## src/axil_pkg.sv

```systemverilog
// ~~~~~~~~~~~~~~~~~~~~~~~~~~~~~~~~~~~~~~~~
// AXI4-Lite crossbar common definitions
// Bus widths, response codes, channel and
// request/response structs, address rules
// ~~~~~~~~~~~~~~~~~~~~~~~~~~~~~~~~~~~~~~~~

`default_nettype none

package axil_pkg;

  localparam int unsigned AddrWidth = 32;
  localparam int unsigned DataWidth = 32;
  localparam int unsigned StrbWidth = DataWidth / 8; // One strobe per byte lane

  typedef logic [AddrWidth-1:0] addr_t;
  typedef logic [DataWidth-1:0] data_t;
  typedef logic [StrbWidth-1:0] strb_t;
  typedef logic [2:0]           prot_t;
  typedef logic [1:0]           resp_code_t;

  localparam resp_code_t RESP_OKAY   = 2'b00;
  localparam resp_code_t RESP_DECERR = 2'b11;

  // Easy to spot in a waveform
  localparam data_t ERR_RDATA = 32'hBADC_AB1E;

  typedef struct packed {
    addr_t addr;
    prot_t prot;
  } axil_aw_t;

  typedef struct packed {
    data_t data;
    strb_t strb;
  } axil_w_t;

  typedef struct packed {
    resp_code_t resp;
  } axil_b_t;

  typedef struct packed {
    addr_t addr;
    prot_t prot;
  } axil_ar_t;

  typedef struct packed {
    data_t      data;
    resp_code_t resp;
  } axil_r_t;

  // Manager side of a port
  typedef struct packed {
    logic     aw_valid;
    axil_aw_t aw;
    logic     w_valid;
    axil_w_t  w;
    logic     b_ready;
    logic     ar_valid;
    axil_ar_t ar;
    logic     r_ready;
  } axil_req_t;

  // Subordinate side of a port
  typedef struct packed {
    logic    aw_ready;
    logic    w_ready;
    logic    b_valid;
    axil_b_t b;
    logic    ar_ready;
    logic    r_valid;
    axil_r_t r;
  } axil_resp_t;

  // Range is [start_addr, end_addr)
  typedef struct packed {
    logic [7:0] idx;
    addr_t      start_addr;
    addr_t      end_addr;
  } axil_rule_t;

endpackage

`default_nettype wire
```

## src/axil_xbar.sv

```systemverilog
// ~~~~~~~~~~~~~~~~~~~~~~~~~~~~~~~~~~~~~~~~
// AXI4-Lite crossbar top level
// Decoders, demuxes and error responders
// per slave port, one mux per master port
// ~~~~~~~~~~~~~~~~~~~~~~~~~~~~~~~~~~~~~~~~

`timescale 1ns/100ps
`default_nettype none

module axil_xbar import axil_pkg::*; #(
  parameter int unsigned NoSlvPorts   = 2,
  parameter int unsigned NoMstPorts   = 3,
  parameter int unsigned NoAddrRules  = 3,
  localparam int unsigned MstIdxWidth = (NoMstPorts > 1) ? $clog2(NoMstPorts) : 1
) (
  input  logic                                      clk_i,
  input  logic                                      rst_i,
  input  axil_req_t  [NoSlvPorts-1:0]               slv_req_i,
  output axil_resp_t [NoSlvPorts-1:0]               slv_resp_o,
  output axil_req_t  [NoMstPorts-1:0]               mst_req_o,
  input  axil_resp_t [NoMstPorts-1:0]               mst_resp_i,
  input  axil_rule_t [NoAddrRules-1:0]              addr_map_i,
  input  logic       [NoSlvPorts-1:0]               en_default_mst_port_i,
  input  logic       [NoSlvPorts-1:0][MstIdxWidth-1:0] default_mst_port_i
);

  // One extra select value for the error port
  localparam int unsigned SelWidth = $clog2(NoMstPorts + 1);

  axil_req_t  [NoSlvPorts-1:0][NoMstPorts:0]   demux_reqs;
  axil_resp_t [NoSlvPorts-1:0][NoMstPorts:0]   demux_resps;
  axil_req_t  [NoMstPorts-1:0][NoSlvPorts-1:0] mux_reqs;
  axil_resp_t [NoMstPorts-1:0][NoSlvPorts-1:0] mux_resps;

  for (genvar s = 0; s < NoSlvPorts; s++) begin : gen_slv_port
    logic [MstIdxWidth-1:0] aw_dec_idx;
    logic [MstIdxWidth-1:0] ar_dec_idx;
    logic                   aw_dec_err;
    logic                   ar_dec_err;
    logic [SelWidth-1:0]    aw_sel;
    logic [SelWidth-1:0]    ar_sel;

    axil_addr_decode #(.NoMstPorts(NoMstPorts), .NoAddrRules(NoAddrRules)) i_aw_decode (
      .addr_i           (slv_req_i[s].aw.addr),
      .addr_map_i       (addr_map_i),
      .en_default_idx_i (en_default_mst_port_i[s]),
      .default_idx_i    (default_mst_port_i[s]),
      .idx_o            (aw_dec_idx),
      .dec_error_o      (aw_dec_err)
    );

    axil_addr_decode #(.NoMstPorts(NoMstPorts), .NoAddrRules(NoAddrRules)) i_ar_decode (
      .addr_i           (slv_req_i[s].ar.addr),
      .addr_map_i       (addr_map_i),
      .en_default_idx_i (en_default_mst_port_i[s]),
      .default_idx_i    (default_mst_port_i[s]),
      .idx_o            (ar_dec_idx),
      .dec_error_o      (ar_dec_err)
    );

    assign aw_sel = aw_dec_err ? SelWidth'(NoMstPorts) : SelWidth'(aw_dec_idx);
    assign ar_sel = ar_dec_err ? SelWidth'(NoMstPorts) : SelWidth'(ar_dec_idx);

    axil_demux #(.NoMstPorts(NoMstPorts + 1)) i_demux (
      .clk_i       (clk_i),
      .rst_i       (rst_i),
      .slv_req_i   (slv_req_i[s]),
      .slv_resp_o  (slv_resp_o[s]),
      .aw_select_i (aw_sel),
      .ar_select_i (ar_sel),
      .mst_reqs_o  (demux_reqs[s]),
      .mst_resps_i (demux_resps[s])
    );

    // Last demux output is the error path
    axil_err_slv i_err_slv (
      .clk_i      (clk_i),
      .rst_i      (rst_i),
      .slv_req_i  (demux_reqs[s][NoMstPorts]),
      .slv_resp_o (demux_resps[s][NoMstPorts])
    );

    for (genvar m = 0; m < NoMstPorts; m++) begin : gen_cross
      assign mux_reqs[m][s]    = demux_reqs[s][m];
      assign demux_resps[s][m] = mux_resps[m][s];
    end
  end

  for (genvar m = 0; m < NoMstPorts; m++) begin : gen_mst_port
    axil_mux #(.NoSlvPorts(NoSlvPorts)) i_mux (
      .clk_i       (clk_i),
      .rst_i       (rst_i),
      .slv_reqs_i  (mux_reqs[m]),
      .slv_resps_o (mux_resps[m]),
      .mst_req_o   (mst_req_o[m]),
      .mst_resp_i  (mst_resp_i[m])
    );
  end

endmodule

`default_nettype wire

```

## src/axil_mux.sv

```systemverilog
// ~~~~~~~~~~~~~~~~~~~~~~~~~~~~~~~~~~~~~~~~
// Master port multiplexer
// Round-robin arbitration between slave
// ports with registered request beats
// ~~~~~~~~~~~~~~~~~~~~~~~~~~~~~~~~~~~~~~~~

`timescale 1ns/100ps
`default_nettype none

module axil_mux import axil_pkg::*; #(
  parameter int unsigned NoSlvPorts = 2,
  localparam int unsigned IdxWidth  = (NoSlvPorts > 1) ? $clog2(NoSlvPorts) : 1
) (
  input  logic                         clk_i,
  input  logic                         rst_i,
  input  axil_req_t  [NoSlvPorts-1:0]  slv_reqs_i,
  output axil_resp_t [NoSlvPorts-1:0]  slv_resps_o,
  output axil_req_t                    mst_req_o,
  input  axil_resp_t                   mst_resp_i
);

  logic                w_busy_q;
  logic                aw_pend_q;
  logic                w_pend_q;
  logic [IdxWidth-1:0] w_idx_q;
  logic [IdxWidth-1:0] w_rr_q;
  axil_aw_t            aw_q;
  axil_w_t             w_q;

  logic                r_busy_q;
  logic                ar_pend_q;
  logic [IdxWidth-1:0] r_idx_q;
  logic [IdxWidth-1:0] r_rr_q;
  axil_ar_t            ar_q;

  logic [NoSlvPorts-1:0] w_reqs;
  logic [NoSlvPorts-1:0] r_reqs;
  logic                  w_gnt;
  logic                  r_gnt;
  logic [IdxWidth-1:0]   w_gnt_idx;
  logic [IdxWidth-1:0]   r_gnt_idx;
  logic                  b_done;
  logic                  r_done;

  // First requester at or after ptr, MSB flags a hit
  function automatic logic [IdxWidth:0] rr_pick(input logic [NoSlvPorts-1:0] reqs,
                                                input logic [IdxWidth-1:0]   ptr);
    logic [IdxWidth:0] pick;
    int unsigned       cand;
    pick = '0;
    for (int unsigned k = 0; k < NoSlvPorts; k++) begin
      cand = ptr + k;
      if (cand >= NoSlvPorts) cand = cand - NoSlvPorts;
      if (reqs[cand] && !pick[IdxWidth]) pick = {1'b1, IdxWidth'(cand)};
    end
    return pick;
  endfunction

  function automatic logic [IdxWidth-1:0] next_ptr(input logic [IdxWidth-1:0] idx);
    return (idx == IdxWidth'(NoSlvPorts - 1)) ? '0 : idx + 1'b1;
  endfunction

  always_comb begin
    for (int unsigned s = 0; s < NoSlvPorts; s++) begin
      w_reqs[s] = slv_reqs_i[s].aw_valid & slv_reqs_i[s].w_valid;
      r_reqs[s] = slv_reqs_i[s].ar_valid;
    end
  end

  // Grant only while idle in that direction
  assign {w_gnt, w_gnt_idx} = w_busy_q ? '0 : rr_pick(w_reqs, w_rr_q);
  assign {r_gnt, r_gnt_idx} = r_busy_q ? '0 : rr_pick(r_reqs, r_rr_q);

  assign b_done = mst_resp_i.b_valid & mst_req_o.b_ready;
  assign r_done = mst_resp_i.r_valid & mst_req_o.r_ready;

  always_comb begin
    mst_req_o          = '0;
    mst_req_o.aw_valid = aw_pend_q;
    mst_req_o.aw       = aw_q;
    mst_req_o.w_valid  = w_pend_q;
    mst_req_o.w        = w_q;
    // B only once both AW and W are through
    mst_req_o.b_ready  = w_busy_q & ~aw_pend_q & ~w_pend_q & slv_reqs_i[w_idx_q].b_ready;
    mst_req_o.ar_valid = ar_pend_q;
    mst_req_o.ar       = ar_q;
    mst_req_o.r_ready  = r_busy_q & ~ar_pend_q & slv_reqs_i[r_idx_q].r_ready;
  end

  always_comb begin
    for (int unsigned s = 0; s < NoSlvPorts; s++) begin
      slv_resps_o[s]          = '0;
      slv_resps_o[s].aw_ready = w_gnt & (w_gnt_idx == IdxWidth'(s));
      slv_resps_o[s].w_ready  = w_gnt & (w_gnt_idx == IdxWidth'(s));
      slv_resps_o[s].b_valid  = w_busy_q & ~aw_pend_q & ~w_pend_q
                                & (w_idx_q == IdxWidth'(s)) & mst_resp_i.b_valid;
      slv_resps_o[s].b        = mst_resp_i.b;
      slv_resps_o[s].ar_ready = r_gnt & (r_gnt_idx == IdxWidth'(s));
      slv_resps_o[s].r_valid  = r_busy_q & ~ar_pend_q
                                & (r_idx_q == IdxWidth'(s)) & mst_resp_i.r_valid;
      slv_resps_o[s].r        = mst_resp_i.r;
    end
  end

  always_ff @(posedge clk_i) begin
    if (rst_i) begin
      w_busy_q  <= 1'b0;
      aw_pend_q <= 1'b0;
      w_pend_q  <= 1'b0;
      w_idx_q   <= '0;
      w_rr_q    <= '0;
    end else if (w_gnt) begin
      w_busy_q  <= 1'b1;
      aw_pend_q <= 1'b1;
      w_pend_q  <= 1'b1;
      w_idx_q   <= w_gnt_idx;
      w_rr_q    <= next_ptr(w_gnt_idx);  // Winner goes to the back
    end else begin
      if (aw_pend_q && mst_resp_i.aw_ready) aw_pend_q <= 1'b0;
      if (w_pend_q && mst_resp_i.w_ready) w_pend_q <= 1'b0;
      if (b_done) w_busy_q <= 1'b0;
    end
  end

  always_ff @(posedge clk_i) begin
    if (rst_i) begin
      r_busy_q  <= 1'b0;
      ar_pend_q <= 1'b0;
      r_idx_q   <= '0;
      r_rr_q    <= '0;
    end else if (r_gnt) begin
      r_busy_q  <= 1'b1;
      ar_pend_q <= 1'b1;
      r_idx_q   <= r_gnt_idx;
      r_rr_q    <= next_ptr(r_gnt_idx);
    end else begin
      if (ar_pend_q && mst_resp_i.ar_ready) ar_pend_q <= 1'b0;
      if (r_done) r_busy_q <= 1'b0;
    end
  end

  // Beat holding registers
  always_ff @(posedge clk_i) begin
    if (w_gnt) begin
      aw_q <= slv_reqs_i[w_gnt_idx].aw;
      w_q  <= slv_reqs_i[w_gnt_idx].w;
    end
    if (r_gnt) ar_q <= slv_reqs_i[r_gnt_idx].ar;
  end

endmodule

`default_nettype wire

```

## src/axil_err_slv.sv

```systemverilog
// ~~~~~~~~~~~~~~~~~~~~~~~~~~~~~~~~~~~~~~~~
// Decode error responder
// Answers every write and read with DECERR
// ~~~~~~~~~~~~~~~~~~~~~~~~~~~~~~~~~~~~~~~~

`timescale 1ns/100ps
`default_nettype none

module axil_err_slv import axil_pkg::*; (
  input  logic       clk_i,
  input  logic       rst_i,
  input  axil_req_t  slv_req_i,
  output axil_resp_t slv_resp_o
);

  logic b_pend_q;
  logic r_pend_q;
  logic w_accept;
  logic r_accept;

  assign w_accept = slv_req_i.aw_valid & slv_req_i.w_valid & ~b_pend_q;
  assign r_accept = slv_req_i.ar_valid & ~r_pend_q;

  always_ff @(posedge clk_i) begin
    if (rst_i) begin
      b_pend_q <= 1'b0;
      r_pend_q <= 1'b0;
    end else begin
      if (w_accept) begin
        b_pend_q <= 1'b1;
      end else if (slv_req_i.b_ready) begin
        b_pend_q <= 1'b0;  // Response taken
      end
      if (r_accept) begin
        r_pend_q <= 1'b1;
      end else if (slv_req_i.r_ready) begin
        r_pend_q <= 1'b0;
      end
    end
  end

  always_comb begin
    slv_resp_o          = '0;
    slv_resp_o.aw_ready = w_accept;
    slv_resp_o.w_ready  = w_accept;
    slv_resp_o.b_valid  = b_pend_q;
    slv_resp_o.b.resp   = RESP_DECERR;
    slv_resp_o.ar_ready = r_accept;
    slv_resp_o.r_valid  = r_pend_q;
    slv_resp_o.r.data   = ERR_RDATA;
    slv_resp_o.r.resp   = RESP_DECERR;
  end

endmodule

`default_nettype wire

```

## src/axil_demux.sv

```systemverilog
// ~~~~~~~~~~~~~~~~~~~~~~~~~~~~~~~~~~~~~~~~
// Slave port demultiplexer
// Steers each request to one output port
// and returns that port's response
// ~~~~~~~~~~~~~~~~~~~~~~~~~~~~~~~~~~~~~~~~

`timescale 1ns/100ps
`default_nettype none

module axil_demux import axil_pkg::*; #(
  parameter int unsigned NoMstPorts = 4,  // Includes the error port
  localparam int unsigned SelWidth  = (NoMstPorts > 1) ? $clog2(NoMstPorts) : 1
) (
  input  logic                         clk_i,
  input  logic                         rst_i,
  input  axil_req_t                    slv_req_i,
  output axil_resp_t                   slv_resp_o,
  input  logic       [SelWidth-1:0]    aw_select_i,
  input  logic       [SelWidth-1:0]    ar_select_i,
  output axil_req_t  [NoMstPorts-1:0]  mst_reqs_o,
  input  axil_resp_t [NoMstPorts-1:0]  mst_resps_i
);

  logic                w_busy_q;
  logic [SelWidth-1:0] w_sel_q;
  logic                r_busy_q;
  logic [SelWidth-1:0] r_sel_q;

  logic w_req;
  logic r_req;
  logic w_accept;
  logic r_accept;
  logic b_done;
  logic r_done;

  // AW and W only go out as a pair
  assign w_req = slv_req_i.aw_valid & slv_req_i.w_valid & ~w_busy_q;
  assign r_req = slv_req_i.ar_valid & ~r_busy_q;

  assign w_accept = w_req & mst_resps_i[aw_select_i].aw_ready
                          & mst_resps_i[aw_select_i].w_ready;
  assign r_accept = r_req & mst_resps_i[ar_select_i].ar_ready;

  assign b_done = w_busy_q & mst_resps_i[w_sel_q].b_valid & slv_req_i.b_ready;
  assign r_done = r_busy_q & mst_resps_i[r_sel_q].r_valid & slv_req_i.r_ready;

  // Payload fans out to all ports, only handshakes are steered
  always_comb begin
    for (int unsigned j = 0; j < NoMstPorts; j++) begin
      mst_reqs_o[j]          = slv_req_i;
      mst_reqs_o[j].aw_valid = w_req & (aw_select_i == SelWidth'(j));
      mst_reqs_o[j].w_valid  = w_req & (aw_select_i == SelWidth'(j));
      mst_reqs_o[j].b_ready  = w_busy_q & slv_req_i.b_ready & (w_sel_q == SelWidth'(j));
      mst_reqs_o[j].ar_valid = r_req & (ar_select_i == SelWidth'(j));
      mst_reqs_o[j].r_ready  = r_busy_q & slv_req_i.r_ready & (r_sel_q == SelWidth'(j));
    end
  end

  always_comb begin
    slv_resp_o          = '0;
    slv_resp_o.aw_ready = w_accept;
    slv_resp_o.w_ready  = w_accept;
    slv_resp_o.b_valid  = w_busy_q & mst_resps_i[w_sel_q].b_valid;
    slv_resp_o.b        = mst_resps_i[w_sel_q].b;
    slv_resp_o.ar_ready = r_accept;
    slv_resp_o.r_valid  = r_busy_q & mst_resps_i[r_sel_q].r_valid;
    slv_resp_o.r        = mst_resps_i[r_sel_q].r;
  end

  // Write direction, one outstanding
  always_ff @(posedge clk_i) begin
    if (rst_i) begin
      w_busy_q <= 1'b0;
      w_sel_q  <= '0;
    end else if (w_accept) begin
      w_busy_q <= 1'b1;
      w_sel_q  <= aw_select_i;  // Remember where B comes from
    end else if (b_done) begin
      w_busy_q <= 1'b0;
    end
  end

  // Read direction, one outstanding
  always_ff @(posedge clk_i) begin
    if (rst_i) begin
      r_busy_q <= 1'b0;
      r_sel_q  <= '0;
    end else if (r_accept) begin
      r_busy_q <= 1'b1;
      r_sel_q  <= ar_select_i;
    end else if (r_done) begin
      r_busy_q <= 1'b0;
    end
  end

endmodule

`default_nettype wire

```

## src/axil_addr_decode.sv

```systemverilog
// ~~~~~~~~~~~~~~~~~~~~~~~~~~~~~~~~~~~~~~~~
// Address decoder
// Maps an address to a master port index
// or flags a decode error
// ~~~~~~~~~~~~~~~~~~~~~~~~~~~~~~~~~~~~~~~~

`timescale 1ns/100ps
`default_nettype none

module axil_addr_decode import axil_pkg::*; #(
  parameter int unsigned NoMstPorts  = 3,
  parameter int unsigned NoAddrRules = 3,
  localparam int unsigned IdxWidth   = (NoMstPorts > 1) ? $clog2(NoMstPorts) : 1
) (
  input  addr_t                        addr_i,
  input  axil_rule_t [NoAddrRules-1:0] addr_map_i,
  input  logic                         en_default_idx_i,
  input  logic       [IdxWidth-1:0]    default_idx_i,
  output logic       [IdxWidth-1:0]    idx_o,
  output logic                         dec_error_o
);

  logic                match;
  logic [IdxWidth-1:0] match_idx;

  // Later rules override earlier ones
  always_comb begin
    match     = 1'b0;
    match_idx = '0;
    for (int unsigned i = 0; i < NoAddrRules; i++) begin
      if ((addr_i >= addr_map_i[i].start_addr) && (addr_i < addr_map_i[i].end_addr)) begin
        match     = 1'b1;
        match_idx = addr_map_i[i].idx[IdxWidth-1:0];
      end
    end
  end

  always_comb begin
    dec_error_o = 1'b0;
    if (match) begin
      idx_o = match_idx;
    end else if (en_default_idx_i) begin
      idx_o = default_idx_i;  // Fall back to default port
    end else begin
      idx_o       = '0;
      dec_error_o = 1'b1;
    end
  end

endmodule

`default_nettype wire

```

## config.mk

```make
export PLATFORM = sky130hd
export DESIGN_NAME = axil_xbar
export DESIGN_NICKNAME = d
export VERILOG_FILES = /design/src/axil_pkg.sv /design/src/axil_xbar.sv /design/src/axil_mux.sv /design/src/axil_err_slv.sv /design/src/axil_demux.sv /design/src/axil_addr_decode.sv
export SDC_FILE = /design/constraint.sdc
export NUM_CORES = 2
export LEC_CHECK = 0
export ABC_AREA = 1
export BUFFER_PORTS_ARGS = -buffer_cell sky130_fd_sc_hd__buf_2
export CAP_MARGIN = 30
export CORE_UTILIZATION = 30
export CTS_CLUSTER_DIAMETER = 40
export CTS_CLUSTER_SIZE = 28
export DETAILED_ROUTE_END_ITERATION = 7
export PLACE_DENSITY = 0.59
export SLEW_MARGIN = 20
export SYNTH_ARGS = -nofsm -noshare
export SYNTH_HDL_FRONTEND = slang
export SYNTH_HIERARCHICAL = 1
export SYNTH_SLANG_ARGS = --single-unit
```

## constraint.sdc

```tcl
create_clock -name clk_i -period 5.4 [get_ports clk_i]
set_clock_uncertainty 0.05 [all_clocks]
set_input_delay 0 -clock clk_i [delete_from_list [all_inputs] [get_ports clk_i]]
set_output_delay 0 -clock clk_i [all_outputs]
set_load 0.01 [all_outputs]
```

==> results.txt <==
The run finished with clean final reports. The critical path ends at slv_resp_o[35]. For this run, the top clock speed supported by timing is 194.4 MHz. During synthesis, Yosys emitted a total of 6 warnings. The count of input and output buffers came out at 965.

The library cells used most frequently in the layout, excluding fill and tap cells, are nand2_1 (1847), inv_1 (1030), buf_2 (965). For this run, the detailed router's first-pass iteration total came to 7. Power spread over the standard cell area amounts to 239.7 nW/um^2. After detailed routing, the number of vias per cell comes to 4.718. The final-report setup violation count came out at 0. In this run the worst setup path begins at slv_req_i[146]. The routed wire length is 193700 um. The leakage power came out at 29.22 nW. The maximum root-to-sink buffer count is 3.

The number of sinks driven by the clock tree is 361. The total count of max-transition violations in the final report is 0. The total power came out at around 13 mW. The last weighted congestion value of the routability-driven placer is 0.9705.

The required time reported for the critical path endpoint is between 5 and 6 ns. The clock-pin slew reported for the worst setup and hold paths after clock tree synthesis came out at about 0.050 ns. The initial antenna violation count came to 104. The number of routed nets with antenna violations is 0. STA classifies the critical path startpoint as a primary input. The tree is rooted in a clkbuf_16. The measured slew at the worst slew-check pin came out at around 0.93 ns. The clock latency on the worst-skew pair is 0.67 ns. The area of the core is 152400 um^2. The share of final-layout standard cells stronger than drive strength 1 is 18.28%. The critical path in this run is classified as in2out. The min-delay analysis places its worst path in the category in2reg.

The accumulated negative setup slack came out at 0 ns. Leaving out fill and tap cells, the most frequent cell in the layout is nand2_1. The number of DRC markers after the initial detailed-route iteration came out at around 3100. The wire length of the first global-routing pass came out at 274200 um. The half-perimeter wire length of the detailed placement result is 150900 um.

The average detailed-routed wire length per instance came out at 21.35 um. The width of the die came out at 394.4 um. The worst-case IR drop observed on VDD is 0.2917 mV. Hold is met by 0.1154 ns.

Entering global routing, the biggest net connects 75 pins. Setup repair after global routing left no endpoint under its margin. The total global routing track utilization came out at between 20% and 30%. The signed area change from the synthesized netlist to the final layout came out at 15.12%. The number of cells on the worst reg-to-reg path came out at 11. The portion of the clock cycle consumed by the worst path in the final layout is 95.24%. The number of fill cells came out at approximately 16000. The slack of the worst reg-to-reg path came out at 1.63 ns.

The overall die area is ~160000 um^2. The worst-path maximum fanout came out at 9. The number of buffers created by CTS is 79.

The placement row count came out at 143. The y dimension of the die came out at 394.4 um. The total number of nets in the final design came out at approximately 8300. The average instance in the mapped netlist occupies between 7 and 8 um^2. The number of endpoints with negative hold slack in the final report came out at 0. After the flow finishes, the layout carries non-filler instances totaling between 9000 and 10000. The number of cells in the design after placement is 8506.

The via count of the first global-routing pass came out at 40940. The final critical path time including I/O delays and setup came out at between 5 and 6 ns. The max-capacitance violation count is 0. Measured against its own limit, the worst slew margin works out to 38.30%. The area of the mapped netlist is 46190 um^2. The DRC violation count after routing is 0. In this run the critical register-to-register path is launched from gen_slv_port[1].i_demux/r_sel_q[0]$_SDFFE_PP0P_. The total overflow left after global routing is 0.

TritonCTS built the clock tree. STA classifies the critical path endpoint as a primary output. The number of I/O pins is just under 1000. The initial core utilization is between 30% and 40%. The detailed router placed 42810 vias in this run. The worst register-to-register path ends at gen_slv_port[1].i_demux/r_busy_q$_SDFFE_PP0P_. The number of H-tree levels came out at 3.

The cell count after synthesis came out at 6460. For the worst setup path, the data arrival time is 5.09 ns.
==> metrics by stage <==
step	util, %	cell area, um^2	setup WS (ns)
after floorplan	-	46450	0.8147
after global placement	30.48	46470	0.5445
after detailed placement	30.51	46510	0.5695
after CTS	34.79	53030	0.2243
after global routing	34.86	53140	0.01023
final	34.88	53170	0.2570
==> critical path, stage by stage <==
cell and delay [ns]:
dlygate4sd3_1 0.53, buf_2 0.25, ha_1 0.36, nand2_1 0.07, nor2_1 0.31, nand2_1 0.16
nor2_1 0.39, nand4_1 0.33, nand3_2 0.25, nand2_4 0.08, nand2_1 0.07, nand3_1 0.07
nand3_1 0.07, inv_1 0.04, nand2_1 0.27, inv_1 0.15, nor3_1 0.43, o21ai_0 0.36
inv_2 0.13, nand2_1 0.07, inv_1 0.05, inv_1 0.03, nor2_1 0.07, o21ai_0 0.08
nand2_1 0.10, nand2_1 0.11, inv_1 0.09, buf_2 0.16
==> sequential cells by signal, indices dropped and copies added, names as in the netlist, 3 cells and up <==
| register | cells |
|---|---|
| gen_mst_port.i_mux/mst_req_o | 318 |
| gen_slv_port.i_demux/r_sel_q | 4 |
| gen_slv_port.i_demux/w_sel_q | 4 |
| gen_mst_port.i_mux/ar_pend_q | 3 |
| gen_mst_port.i_mux/aw_pend_q | 3 |
| gen_mst_port.i_mux/r_busy_q | 3 |
| gen_mst_port.i_mux/r_idx_q | 3 |
| gen_mst_port.i_mux/r_rr_q | 3 |
| gen_mst_port.i_mux/w_busy_q | 3 |
| gen_mst_port.i_mux/w_idx_q | 3 |
| gen_mst_port.i_mux/w_pend_q | 3 |
| gen_mst_port.i_mux/w_rr_q | 3 |
==> timing repair <==
action                                  in CTS  in global routing
gates resized for setup                      0                  4
hold buffers                               369                  0
endpoints found under the hold margin      361                  0
endpoints found under the setup margin       0                  3
buffers inserted                             0                  0
==> report_power, final <==
group	total [mW]	switching, mW	internal (mW)
logic	4.18	2.70	1.48
clock network	5.14	1.86	3.28
registers	3.42	0.103	3.32
total	12.7	4.66	8.09
==> cell type report <==
| cell class | instances | area [um^2] | share of cell area [%] |
|---|---|---|---|
| inverters | 1071 | 4030 | 7.579 |
| repair buffers | 1392 | 9141 | 17.19 |
| well taps | 2030 | 2540 | 4.777 |
| clock buffers | 87 | 2049 | 3.854 |
| multi-input cells | 4021 | 24100 | 45.32 |
| flip-flops and latches | 361 | 10410 | 19.58 |
| diodes | 51 | 127.6 | 0.2400 |
| clock inverters | 61 | 775.7 | 1.459 |
==> worst min-delay path by stage <==
stage	startpoint	end	slack, ns	depth (start not counted)
floorplan	rst_i	gen_slv_port[0].i_err_slv/b_pend_q$_SDFFE_PP0P_	0.01	1
global placement	mst_resp_i[121]	gen_mst_port[2].i_mux/w_pend_q$_SDFFE_PP0P_	0.21	4
detailed placement	mst_resp_i[121]	gen_mst_port[2].i_mux/w_pend_q$_SDFFE_PP0P_	0.21	4
CTS	slv_req_i[64]	gen_mst_port[1].i_mux/mst_req_o[64]$_DFFE_PP_	0.04	4
global route	slv_req_i[150]	gen_mst_port[0].i_mux/mst_req_o[39]$_DFFE_PP_	0.09	4
finish	slv_req_i[157]	gen_mst_port[0].i_mux/mst_req_o[46]$_DFFE_PP_	0.12	4
==> per-layer routing <==
layer | vias to the layer above | part of all wire, % | GRT usage [%]
met3 | 470 | 8.7 | 6.854
met4 | 92 | 5.1 | 12.09
met2 | 1830 | 46 | 39.41
met1 | 19740 | 40 | 28.69
met5 | - | 0.31 | 0
li1 | 20680 | - | -
Power figures use the tool's default switching activity.
